**src/common/gpio_pkg.sv**
```systemverilog
/*
  shared definitions for the gpio peripheral
    - apb address and data widths
    - register offset type and register map
    - register reset values
    - input synchronizer depth
*/

package gpio_pkg;

   // ------------------------------
   // bus widths
   // ------------------------------
   localparam int apb_addr_width = 6;   // byte address, 16 words of space
   localparam int apb_data_width = 32;

   typedef logic [apb_addr_width-1:0] reg_offset_t;

   // ------------------------------
   // register map
   // ------------------------------
   localparam reg_offset_t off_dir        = 6'h00; // 1 = pin drives out
   localparam reg_offset_t off_out        = 6'h04; // output value
   localparam reg_offset_t off_in         = 6'h08; // synced pin state, read only
   localparam reg_offset_t off_int_en     = 6'h0C; // per pin change irq enable
   localparam reg_offset_t off_int_status = 6'h10; // sticky, write 1 to clear

   // reset values, sliced down to the pin count by users
   localparam logic [apb_data_width-1:0] dir_reset        = 32'h0000_0000;
   localparam logic [apb_data_width-1:0] out_reset        = 32'h0000_0000;
   localparam logic [apb_data_width-1:0] int_en_reset     = 32'h0000_0000;
   localparam logic [apb_data_width-1:0] int_status_reset = 32'h0000_0000;

   // flops between the pad and the in register
   localparam int sync_stages = 2;

endpackage

```
**src/common/gpio_reg_if.sv**
```systemverilog
/*
  register access bus between the apb front end and the register bank
    - single cycle read and write strobes
    - byte offset, write data, registered read data
*/

interface gpio_reg_if #(
   parameter int gpio_width = 16
);

   logic                        read;  // setup phase pulse
   logic                        write; // access phase pulse
   logic [gpio_pkg::apb_addr_width-1:0] addr;
   logic [gpio_width-1:0]       wdata;
   logic [gpio_width-1:0]       rdata; // valid in access phase

   // bus side, the apb decoder
   modport ctrl (output read, write, addr, wdata, input rdata);

   // register bank side
   modport regs (input read, write, addr, wdata, output rdata);

endinterface

```
**src/gpio_subunit/gpio_change_detect.sv**
```systemverilog
/*
  gpio input path
    - sync_stages deep synchronizer per pin
    - previous value register and change detect
    - sticky interrupt status with write 1 to clear
*/

module gpio_change_detect #(
   parameter int gpio_width = 16
) (
   input  logic                  pclk,
   input  logic                  rst,
   input  logic [gpio_width-1:0] pin_in,   // async pad inputs
   input  logic [gpio_width-1:0] int_en,
   input  logic [gpio_width-1:0] clear,    // w1c mask, one cycle
   output logic [gpio_width-1:0] pin_sync, // feeds the in register
   output logic [gpio_width-1:0] status
);

   // stage 0 samples the pads
   logic [gpio_pkg::sync_stages-1:0][gpio_width-1:0] sync_q;

   logic [gpio_width-1:0] prev_q;  // last synced value
   logic [gpio_width-1:0] change;  // either edge
   logic [gpio_width-1:0] status_q;

   // ------------------------------
   // synchronizer
   // ------------------------------
   always_ff @(posedge pclk)
   begin
      if (rst)
      begin
         sync_q <= '0;
         prev_q <= '0;
      end
      else
      begin
         sync_q[0] <= pin_in;
         for (int i = 1; i < gpio_pkg::sync_stages; i++)
         begin
            sync_q[i] <= sync_q[i-1];
         end
         prev_q <= pin_sync;
      end
   end

   assign pin_sync = sync_q[gpio_pkg::sync_stages-1];
   assign change   = pin_sync ^ prev_q;

   // ------------------------------
   // sticky status
   // ------------------------------
   always_ff @(posedge pclk)
   begin
      if (rst)
         status_q <= gpio_pkg::int_status_reset[gpio_width-1:0];
      else // new change beats a same cycle clear
         status_q <= (status_q & ~clear) | (change & int_en);
   end

   assign status = status_q;

endmodule

```
**src/gpio_subunit/gpio_subunit.sv**
```systemverilog
/*
  gpio register bank
    - offset decode against the package register map
    - direction, output and interrupt enable registers
    - read back mux, registered on the read strobe
    - write 1 to clear mask for the status register
    - pin drive and output enable with test override
    - input synchronizer and change detect instance
*/

module gpio_subunit #(
   parameter int gpio_width = 16
) (
   input  logic                  pclk,
   input  logic                  rst,
   gpio_reg_if.regs              bus,
   input  logic [gpio_width-1:0] pin_in,
   input  logic [gpio_width-1:0] tri_state_enable, // 1 forces pin to hi-z
   output logic [gpio_width-1:0] pin_out,
   output logic [gpio_width-1:0] pin_oe_n,         // active low enable
   output logic [gpio_width-1:0] interrupt         // per pin pending
);

   // address hits
   logic sel_dir;
   logic sel_out;
   logic sel_in;
   logic sel_int_en;
   logic sel_int_status;

   logic [gpio_width-1:0] dir_q;    // 1 = output
   logic [gpio_width-1:0] out_q;
   logic [gpio_width-1:0] int_en_q;
   logic [gpio_width-1:0] rdata_q;

   logic [gpio_width-1:0] rd_word;  // selected read value
   logic [gpio_width-1:0] clear;    // one cycle w1c mask
   logic [gpio_width-1:0] pin_sync;
   logic [gpio_width-1:0] status;

   // ------------------------------
   // decode
   // ------------------------------
   assign sel_dir        = (bus.addr == gpio_pkg::off_dir);
   assign sel_out        = (bus.addr == gpio_pkg::off_out);
   assign sel_in         = (bus.addr == gpio_pkg::off_in);
   assign sel_int_en     = (bus.addr == gpio_pkg::off_int_en);
   assign sel_int_status = (bus.addr == gpio_pkg::off_int_status);

   // ------------------------------
   // register bank
   // ------------------------------
   always_ff @(posedge pclk)
   begin
      if (rst)
      begin
         dir_q    <= gpio_pkg::dir_reset[gpio_width-1:0];
         out_q    <= gpio_pkg::out_reset[gpio_width-1:0];
         int_en_q <= gpio_pkg::int_en_reset[gpio_width-1:0];
      end
      else if (bus.write)
      begin
         if (sel_dir)
            dir_q <= bus.wdata;
         if (sel_out)
            out_q <= bus.wdata;
         if (sel_int_en)
            int_en_q <= bus.wdata;
         // in register is read only, unmapped writes fall through
      end
   end

   // status lives in the change detector, only the mask goes there
   assign clear = (bus.write && sel_int_status) ? bus.wdata : '0;

   // ------------------------------
   // read back
   // ------------------------------
   always_comb
   begin
      rd_word = '0; // unmapped offsets read zero
      if (sel_dir)
         rd_word = dir_q;
      else if (sel_out)
         rd_word = out_q;
      else if (sel_in)
         rd_word = pin_sync;
      else if (sel_int_en)
         rd_word = int_en_q;
      else if (sel_int_status)
         rd_word = status;
   end

   // captured in setup, held through the access phase
   always_ff @(posedge pclk)
   begin
      if (rst)
         rdata_q <= '0;
      else if (bus.read)
         rdata_q <= rd_word;
   end

   assign bus.rdata = rdata_q;

   // ------------------------------
   // pin drive
   // ------------------------------
   assign pin_out   = out_q;
   assign pin_oe_n  = ~(dir_q & ~tri_state_enable); // test input wins
   assign interrupt = status;

   gpio_change_detect #(
      .gpio_width (gpio_width)
   ) i_gpio_change_detect (
      .pclk     (pclk),
      .rst      (rst),
      .pin_in   (pin_in),
      .int_en   (int_en_q),
      .clear    (clear),
      .pin_sync (pin_sync),
      .status   (status)
   );

endmodule

```
**src/hdl/gpio_lite.sv**
```systemverilog
/*
  gpio peripheral top level for an apb style bus
    - read and write strobe decode from the apb phases
    - zero padding of read data to the bus width
    - reduction of the per pin interrupts to one line
*/

module gpio_lite #(
   parameter int gpio_width = 16 // at most apb_data_width
) (
   input  logic                                pclk,
   input  logic                                rst,
   // apb slave
   input  logic                                psel,
   input  logic                                penable,
   input  logic                                pwrite,
   input  logic [gpio_pkg::apb_addr_width-1:0] paddr,
   input  logic [gpio_pkg::apb_data_width-1:0] pwdata,
   output logic [gpio_pkg::apb_data_width-1:0] prdata,
   // pins
   input  logic [gpio_width-1:0]               pin_in,
   input  logic [gpio_width-1:0]               tri_state_enable, // test, forces oe off
   output logic [gpio_width-1:0]               pin_out,
   output logic [gpio_width-1:0]               pin_oe_n,
   output logic                                gpio_int
);

   gpio_reg_if #(.gpio_width(gpio_width)) reg_bus ();

   logic [gpio_width-1:0] pin_irq; // one per pin, from the status register

   // ------------------------------
   // apb phase decode
   // ------------------------------
   // read fires in setup so rdata is registered by the access phase
   assign reg_bus.read  = psel & ~penable & ~pwrite;
   assign reg_bus.write = psel &  penable &  pwrite; // access phase only
   assign reg_bus.addr  = paddr;
   assign reg_bus.wdata = pwdata[gpio_width-1:0]; // upper bits dropped

   // zero fill above the pin count
   always_comb
   begin
      prdata                 = '0;
      prdata[gpio_width-1:0] = reg_bus.rdata;
   end

   assign gpio_int = |pin_irq; // any pin pending

   // ------------------------------
   // register bank
   // ------------------------------
   gpio_subunit #(
      .gpio_width (gpio_width)
   ) i_gpio_subunit (
      .pclk             (pclk),
      .rst              (rst),
      .bus              (reg_bus.regs),
      .pin_in           (pin_in),
      .tri_state_enable (tri_state_enable),
      .pin_out          (pin_out),
      .pin_oe_n         (pin_oe_n),
      .interrupt        (pin_irq)
   );

endmodule

```
**config.mk**
```make
export PLATFORM = sky130hd
export DESIGN_NAME = gpio_lite
export DESIGN_NICKNAME = d
export VERILOG_FILES = /design/src/common/gpio_pkg.sv /design/src/common/gpio_reg_if.sv /design/src/gpio_subunit/gpio_change_detect.sv /design/src/gpio_subunit/gpio_subunit.sv /design/src/hdl/gpio_lite.sv
export SDC_FILE = /design/constraint.sdc
export NUM_CORES = 1
export LEC_CHECK = 0
export BUFFER_PORTS_ARGS = -buffer_cell sky130_fd_sc_hd__buf_2
export CAP_MARGIN = 20
export CORE_UTILIZATION = 40
export DETAILED_ROUTE_END_ITERATION = 7
export GPL_ROUTABILITY_DRIVEN = 0
export HOLD_SLACK_MARGIN = 0.05
export PLACE_DENSITY = 0.64
export SYNTH_ARGS = -nofsm -noshare
export SYNTH_HDL_FRONTEND = slang
export SYNTH_SLANG_ARGS = --single-unit
export TNS_END_PERCENT = 30
```
**constraint.sdc**
```tcl
create_clock -name pclk -period 2.3 [get_ports pclk]
set_input_delay 0.23 -clock pclk [delete_from_list [all_inputs] [get_ports pclk]]
set_output_delay 0.23 -clock pclk [all_outputs]
set_load 0.01 [all_outputs]
```
[Word-level counts from Yosys, hierarchy flattened]
Cells that the tools add are included.
Cells by class
  $add $sub $neg: 0
  multiply operators: 0
  div/mod/pow operators: 0
  magnitude comparators: 0
  eq/ne operators: 4
  shift-type cells: 0
  muxes and demuxes: 6
  bitwise logic cells: 14
  reductions and logical operators: 6
Operators with widths (number)
  2-to-1 mux 16 bit: 6
  bitwise AND 16 bit: 3
  NOT 16 bit: 3
  bitwise OR 16 bit: 1
  OR reduction 16 bit: 1
  XOR 16 bit: 1
  == test 6 x 4 -> 1 bit (second input constant): 2
  == test 6 x 3 -> 1 bit (second input constant): 1
  == test 6 x 5 -> 1 bit (second input constant): 1
  logical NOT 6 bit: 1
  AND reduction 2 bit: 3
  bitwise AND 1 bit: 4
  NOT 1 bit: 2
  logical AND 1 bit: 1
Word-level totals
  bits in registers: 128
  bits in latches: 0
  memory bits (writable): 0
  memory bits (read-only): 0
  input port bits: 75
  logic and storage cells: 38
  memories kept: 0

[Logic depth before layout (Yosys ltp)]
Gate-level depths: netlist (run 1).
  depth after elaboration: 7
  depth in mapped cells: 7
  mapped depth without buffers: 4

[Modules after synthesis]
A second synthesis (run 1) with hierarchy kept.
Second synthesis, totals
  cells, all modules: 632
  area total of the unflattened synthesis: 5841.9 um^2
By module, submodules not included
  gpio_subunit: instances 1, cells an instance 407, area an instance 3334.4 um^2
  gpio_change_detect: instances 1, cells an instance 201, area an instance 2338.5 um^2
  gpio_lite: instances 1, cells an instance 24, area an instance 168.9 um^2

[Worst setup path after synthesis (run 1)]
Ideal clock, no wire load.
  kind: input port to flip-flop
  start: in paddr[1] in the netlist's numbering
  end: reg i_gpio_subunit.dir_q[10]
  arrival time: 1.663 ns
  required time: 2.168 ns
  setup slack: 0.505 ns
  stages on the path: 7
  cells stage by stage: or4_4 > buf_6 > or4_4 > buf_6 > buf_6 > nand2_1 > a21oi_1
Between the ends
  longest elaborated chain between the ends: 2
RTL lines
  start, declared: line gpio_lite.sv:17  | input logic [gpio_pkg::apb_addr_width-1:0] paddr,
  logical NOT 6 bit: line gpio_subunit.sv:44  | assign sel_dir = (bus.addr == gpio_pkg::off_dir);
  AND reduction 2 bit (no source line)
  end signal, assigned: line gpio_subunit.sv:57  | dir_q <= gpio_pkg::dir_reset[gpio_width-1:0];
  end signal, assigned: line gpio_subunit.sv:64  | dir_q <= bus.wdata;
  end, declared: line gpio_subunit.sv:31  | logic [gpio_width-1:0] dir_q;
No other way between the ends.
A chain may end at the register's enable or synchronous reset.

[Final worst setup path (run 1)]
  start: reg i_gpio_subunit.i_gpio_change_detect.status_q[3] (netlist: i_gpio_subunit.i_gpio_change_detect.status[3])
  end: out gpio_int
Between the ends
  longest elaborated chain between the ends: 1
RTL lines
  start, declared: line gpio_change_detect.sv:25  | logic [gpio_width-1:0] status_q;
  start signal, assigned: line gpio_change_detect.sv:57  | status_q <= gpio_pkg::int_status_reset[gpio_width-1:0];
  start signal, assigned: line gpio_change_detect.sv:59  | status_q <= (status_q & ~clear) | (change & int_en);
  OR reduction 16 bit: line gpio_lite.sv:48  | assign gpio_int = |pin_irq;
  end, declared: line gpio_lite.sv:25  | output logic gpio_int
No other way between the ends.

==> results of run 1 <==
==> cells in the mapped netlist, types with 2 or more instances <==
library cell	n	share of area
nand2_1	66	0.046
clkbuf_1	32	0.022
nand2b_1	18	0.021
or3_1	2	0.0023
buf_6	5	0.010
o21ai_1	17	0.016
a211oi_1	16	0.022
buf_4	18	0.025
nor2_1	33	0.023
buf_2	4	0.0037
a21oi_1	48	0.044
nor4_1	21	0.024
xor2_1	16	0.026
o32ai_1	16	0.026
dfxtp_1	128	0.47
nor2b_1	64	0.074
mux2i_1	48	0.088
a221oi_1	16	0.026
or4_4	3	0.0062
==> routing by layer <==
metal	wire length [microns]	global-route usage	vias to the layer above
li1	-	-	2219
met1	6316	0.2646	2031
met2	5748	0.2803	171
met3	806	0.03523	26
met4	303	0.09177	0
met5	0	0	-
==> cell families after synthesis <==
family                 Yosys count  share of synthesized area
XOR/XNOR                        16                    0.02576
buffers and inverters           60                    0.06463
AO/OA/AOI/OAI                  113                     0.1334
flip-flops                     128                     0.4710
AND/OR/NAND/NOR                217                     0.2162
multiplexers                    48                    0.08832
other                            1                  0.0006893
==> final cells by class <==
cell class,instances,area [sq um],share of cell area
Tap cell,176,220.2,0.03270
Clock inverter,7,87.58,0.01300
Timing Repair Buffer,134,809.5,0.1202
Clock buffer,22,464.2,0.06892
Sequential cell,128,2562,0.3805
Multi-Input combinational cell,410,2591,0.3847
==> critical path, cell delays in order, from the launching register on <==
cell     delay, ps
dfxtp_1        320
nor4_1         480
nand4_1        220
buf_2          190
==> metrics by stage <==
stage	total power (uW)	cell area, sq um	utilization
after CTS	5091	6721	0.5076
after floorplan	2481	5497	-
final	5047	6735	0.5086
after global routing	5217	6735	0.5086
after global placement	2563	6020	0.4546
after detailed placement	2568	6020	0.4546
==> sequential cells by signal, indices dropped and copies added (netlist names) <==
signal and flops:
i_gpio_subunit.i_gpio_change_detect.status 16, i_gpio_subunit.dir_q 16, i_gpio_subunit.i_gpio_change_detect.sync_q 16, i_gpio_subunit.int_en_q 16, i_gpio_subunit.i_gpio_change_detect.pin_sync 16, i_gpio_subunit.pin_out 16
i_gpio_subunit.i_gpio_change_detect.prev_q 16, i_gpio_subunit.bus.rdata 16
==> worst max-delay path by stage <==
stage | slack (ps) | cells past startpoint | from | endpoint
final | 460 | 3 | i_gpio_subunit.i_gpio_change_detect.status[3] | gpio_int
after CTS | 440 | 3 | i_gpio_subunit.i_gpio_change_detect.status[3] | gpio_int
after floorplan | 500 | 7 | paddr[1] | i_gpio_subunit.dir_q[10]
after detailed placement | 20 | 5 | paddr[1] | i_gpio_subunit.bus.rdata[11]
after global placement | 130 | 5 | paddr[1] | i_gpio_subunit.bus.rdata[10]
after global routing | 430 | 3 | i_gpio_subunit.i_gpio_change_detect.status[3] | gpio_int
==> where the power goes <==
part,internal [uW],switching (uW),total [uW],leakage (uW)
logic,112,156,268,0.00128
clock network,1620,880,2500,0.000271
registers,2260,20.2,2280,0.00104
==> results.sh, run 1 <==
export IMPL_dpl_cell_count=832
export IMPL_grt_pass1_wl_mm=21.11
export IMPL_r2r_setup_slack_ps=1220
export IMPL_hold_start="pin_in[9]"
export IMPL_clock_sinks=128
export IMPL_rsz0062_at_grt="no"
export IMPL_final_hold_viol_count=0
export IMPL_layout_commonest_cell="dfxtp_1"
export IMPL_syn_to_final_growth_pct=23.80
export IMPL_design_core_area_sq_um=13240
export IMPL_clk_latency_ps=400
export IMPL_cts_resized=0
export IMPL_start_util=0.4108
export IMPL_cap_violations=0
export IMPL_hold_ws_ps=55.69
export IMPL_synth_seq_cells=128
export IMPL_portBuffers=107
export IMPL_fin_crit_ps=1842
export IMPL_place_ws_ps=20.99
export IMPL_path_clk_slew_ps=50
export IMPL_drt_total_wl_mm=13.18
export IMPL_routed_via_density=5.071
export IMPL_row_count=42
export IMPL_cp_required_ps=2070
export IMPL_skew_ps=5.353
export IMPL_leakage_uw=0.002591
export IMPL_wl_per_cell_microns=15.02
export IMPL_synth_edff_count=0
export IMPL_synth_distinct_cells=31
export IMPL_numCtsBuffers=17
export IMPL_timing_rr_end="i_gpio_subunit.bus.rdata[15]"
export IMPL_final_cells=877
export IMPL_path_class="reg2out"
export IMPL_cts_hold_buf=15
export IMPL_outcome="complete, no violations"
export IMPL_die_x_microns=118.6
export IMPL_antenna_cells=0
export IMPL_powerDensity_nw_per_um2=749.4
export IMPL_grt_max_degree=129
export IMPL_drive_above_1_share=0.2197
export IMPL_antenna_found_initial=0
export IMPL_syn_inst=583
export IMPL_cts_buffer_depth=2
export IMPL_grt_overflow_total=0
export IMPL_whs_path_depth=2
export IMPL_vias=4447
export IMPL_die_area_sq_um=14070
export IMPL_async_flop_share=0
export IMPL_min_period_over_period=0.8010
export IMPL_ant_nets=0
export IMPL_max_freq_mhz=542.8
export IMPL_startpoint_type="flop"
export IMPL_fin_setup_tns_ps=0
export IMPL_yosys_warnings=0
export IMPL_hp_class="in2reg"
export IMPL_final_setup_viol_count=0
export IMPL_yosysSeqAreaShare=0.4710
export IMPL_cts_tree="yes"
export IMPL_hpwl_mm=9.006
export IMPL_cts_root_buf="clkbuf_16"
export IMPL_ir_worst_vdd_uv=484.5
export IMPL_critical_path_max_fanout=3
export IMPL_cp_arrival_ps=1610
export IMPL_cts_setup_buffers=0
export IMPL_worstMarginPinSlew_ps=734.0
export IMPL_final_max_slew_violation_count=0
export IMPL_worst_slack_ps=457.7
export IMPL_ios=140
export IMPL_drt_pass1_iter_count=4
export IMPL_max_slew_margin=0.5107
export IMPL_synthFlopType="dfxtp_1"
export IMPL_h_tree_depth=4
export IMPL_drc=0
export IMPL_die_h_microns=118.6
export IMPL_nFillCells=1263
export IMPL_layout_common_cells="128 x dfxtp_1, 106 x buf_2, 66 x nand2_1, 64 x nor2b_1"
export IMPL_drt_initial_drc_count=367
export IMPL_grt_pass1_vias=4081
export IMPL_hold_end="i_gpio_subunit.i_gpio_change_detect.sync_q[9]"
export IMPL_regToRegStartpoint="i_gpio_subunit.dir_q[15]"
export IMPL_grt_usage=0.1898
export IMPL_reg2reg_depth=4
export IMPL_syn_area_per_cell_sq_um=9.331
export IMPL_synth_area_sq_um=5440
export IMPL_final_nets=766
export IMPL_end_kind="output pin"
Power figures use the tool's default switching activity.
==> run 2: changes to the inputs <==
--- a/config.mk
+++ b/config.mk
@@ -5,13 +5,14 @@
 export SDC_FILE = /design/constraint.sdc
 export NUM_CORES = 1
 export LEC_CHECK = 0
+export ABC_AREA = 1
 export BUFFER_PORTS_ARGS = -buffer_cell sky130_fd_sc_hd__buf_2
 export CAP_MARGIN = 20
 export CORE_UTILIZATION = 40
 export DETAILED_ROUTE_END_ITERATION = 7
 export GPL_ROUTABILITY_DRIVEN = 0
 export HOLD_SLACK_MARGIN = 0.05
-export PLACE_DENSITY = 0.64
+export PLACE_DENSITY = 0.67
 export SYNTH_ARGS = -nofsm -noshare
 export SYNTH_HDL_FRONTEND = slang
 export SYNTH_SLANG_ARGS = --single-unit
==> constraint.sdc (replaced) <==
create_clock -name pclk -period 1.6 [get_ports pclk]
set_input_delay 0.16 -clock pclk [delete_from_list [all_inputs] [get_ports pclk]]
set_output_delay 0.16 -clock pclk [all_outputs]
set_load 0.01 [all_outputs]
==> results.sh, run 2 <==
export IMPL_layout_common_cells="123 x dfxtp_1, 118 x inv_1, 107 x a21oi_1, 107 x buf_2, 104 x nor2_1"
export IMPL_max_freq_mhz=641.6
export IMPL_synth_edff_count=0
export IMPL_skew_ps=4.846
export IMPL_leakage_uw=0.002975
export IMPL_synth_top_cell_by_area="dfxtp_1"
export IMPL_slowest_delay_ps=340
export IMPL_p_int_uw=5962
export IMPL_p_switching_uw=1610
export IMPL_hold_end="i_gpio_subunit.i_gpio_change_detect.status[7]"
export IMPL_vias=4743
export IMPL_cap_violations=0
export IMPL_powerDensity_nw_per_um2=1084
export IMPL_whs_path_depth=4
export IMPL_hold_start="pwdata[7]"
export IMPL_die_h_microns=117.8
export IMPL_cp_cell_sequence="nor4_4, nand4_1, buf_2"
export IMPL_synth_area_sq_um=5365
export IMPL_design_core_area_sq_um=12820
export IMPL_numCtsBuffers=17
export IMPL_syn_area_per_cell_sq_um=7.380
export IMPL_regToRegStartpoint="i_gpio_subunit.i_gpio_change_detect.status[0]"
export IMPL_h_tree_depth=4
export IMPL_grt_pass1_vias=4139
export IMPL_comb_power_share=0.051
export IMPL_clock_sinks=128
export IMPL_antenna_cells=0
export IMPL_p_seq_frac=0.433
export IMPL_reg2reg_depth=7
export IMPL_cp_slowest_cell="dfxtp_2"
export IMPL_fin_crit_ps=1559
export IMPL_die_area_sq_um=13880
export IMPL_grt_max_degree=49
export IMPL_drt_total_wl_mm=12.67
export IMPL_fin_setup_tns_ps=0
export IMPL_drc=0
export IMPL_startpoint_type="flop"
export IMPL_drt_initial_drc_count=281
export IMPL_hold_ws_ps=56.71
export IMPL_antenna_found_initial=0
export IMPL_place_ws_ps=138.6
export IMPL_synthFlopType="dfxtp_1"
export IMPL_critPathBufInv=1
export IMPL_cts_buffer_depth=2
export IMPL_path_class="reg2out"
export IMPL_switching_share=0.2126
export IMPL_cp_arrival_ps=1400
export IMPL_synth_area_leaders="dfxtp_1 48%, a21oi_1 10%, inv_1 8.3%"
export IMPL_drive_above_1_share=0.2195
export IMPL_async_flop_share=0
export IMPL_worst_slack_ps=41.49
export IMPL_clk_latency_ps=410
export IMPL_synth_seq_cells=128
export IMPL_ant_nets=0
export IMPL_die_x_microns=117.8
export IMPL_final_setup_viol_count=0
export IMPL_hpwl_mm=8.737
export IMPL_end_kind="output pin"
export IMPL_synth_distinct_cells=23
export IMPL_path_delay_family="simple AND/OR/NAND/NOR gates"
export IMPL_final_max_slew_violation_count=0
export IMPL_grt_usage=0.1926
export IMPL_rsz0062_at_grt="yes"
export IMPL_cts_root_buf="clkbuf_16"
export IMPL_routed_via_density=4.552
export IMPL_cts_tree="yes"
export IMPL_start_util=0.4183
export IMPL_syn_inst=727
export IMPL_clkPwrFrac=0.517
export IMPL_layout_commonest_cell="dfxtp_1"
export IMPL_yosys_warnings=0
export IMPL_path_clk_slew_ps=50
export IMPL_hp_class="in2reg"
export IMPL_timing_rr_end="i_gpio_subunit.bus.rdata[0]"
export IMPL_drt_pass1_iter_count=5
export IMPL_grt_overflow_total=0
export IMPL_grt_pass1_wl_mm=21.22
export IMPL_r2r_setup_slack_ps=550
export IMPL_portBuffers=107
export IMPL_critical_path_max_fanout=3
export IMPL_final_nets=932
export IMPL_ios=140
export IMPL_row_count=41
export IMPL_cp_required_ps=1440
export IMPL_ir_worst_vdd_uv=624.2
export IMPL_yosysMostFrequentCell="dfxtp_1"
export IMPL_outcome="complete, no violations"
export IMPL_yosysSeqAreaShare=0.4776
export IMPL_synth_common_cells="128 x dfxtp_1, 118 x inv_1, 107 x a21oi_1"
export IMPL_wl_per_cell_microns=12.16
export IMPL_final_hold_viol_count=0
export IMPL_synth_top_area_share=0.4776
export IMPL_syn_to_final_growth_pct=30.15
export IMPL_nFillCells=1275
export IMPL_min_period_over_period=0.9741
run 2: how the worst max path moves through the flow:
stage,from,end,cells past startpoint
global placement,paddr[2],i_gpio_subunit.bus.rdata[6],7
global route,i_gpio_subunit.i_gpio_change_detect.status[0],gpio_int,3
floorplan,paddr[5],i_gpio_subunit.pin_out[10],7
detailed placement,paddr[2],i_gpio_subunit.bus.rdata[8],7
finish,i_gpio_subunit.i_gpio_change_detect.status[8],gpio_int,3
CTS,i_gpio_subunit.i_gpio_change_detect.status[0],gpio_int,3
run 2: metrics by stage:
stage / utilization / power (uW) / area, sq um / cells
after global routing: 0.5445 / 7881 / 6983 / 1042
after detailed placement: 0.4724 / 3675 / 6058 / 983
final: 0.5445 / 7572 / 6983 / 1042
after floorplan: - / 3550 / 5421 / 742
after CTS: 0.5433 / 7629 / 6968 / 1042
after global placement: 0.4724 / 3670 / 6058 / 983
run 2: layer usage:
layer,vias up,wire length [microns],track usage,share of wire
li1,2550,-,-,-
met1,2035,6489,0.2829,0.51
met2,145,5226,0.2695,0.41
met3,13,775,0.04893,0.061
met4,0,175,0.06651,0.014
met5,-,0,0,0
run 2: kinds of logic after synthesis:
kind of cell           after synthesis  share of synthesized area
and+or+nand+nor                    236                     0.1980
AOI/OAI and AO/OA                  189                     0.1852
buffers and inverters              173                     0.1385
DFF                                128                     0.4776
other                                1                  0.0006990
run 2: worst register-to-register path, stage by stage (launching register included):
cell,delay [ps]
dfxtp_2,330
buf_4,140
inv_1,40
nor2_1,30
nor2_1,130
nand3_1,120
nand2_1,80
a21oi_1,50
run 2: final cells by class:
class | instances | area, sq um | area share
timing repair buffer | 150 | 985.9 | 0.1412
multi-input combinational | 441 | 2158 | 0.3091
tap | 172 | 215.2 | 0.03082
sequential | 128 | 2569 | 0.3679
clock buffer | 22 | 474.2 | 0.06791
inverter | 119 | 446.7 | 0.06397
clock inverter | 10 | 133.9 | 0.01917
run 2: what timing repair did:
action / in CTS / in global routing
pin swaps: 3 / 3
setup endpoints to repair: 1 / 1
resized for setup: 7 / 4
endpoints found under the hold margin: 26 / 0
hold buffers: 26 / 0
setup buffers: 1 / 0
run 2: power groups by stage:
stage	Combinational [uW]	Sequential, uW	Clock, uW
floorplan	219	3330	0
global placement	329	3340	0
detailed placement	333	3340	0
CTS	383	3270	3970
global route	429	3280	4170
finish	384	3270	3910
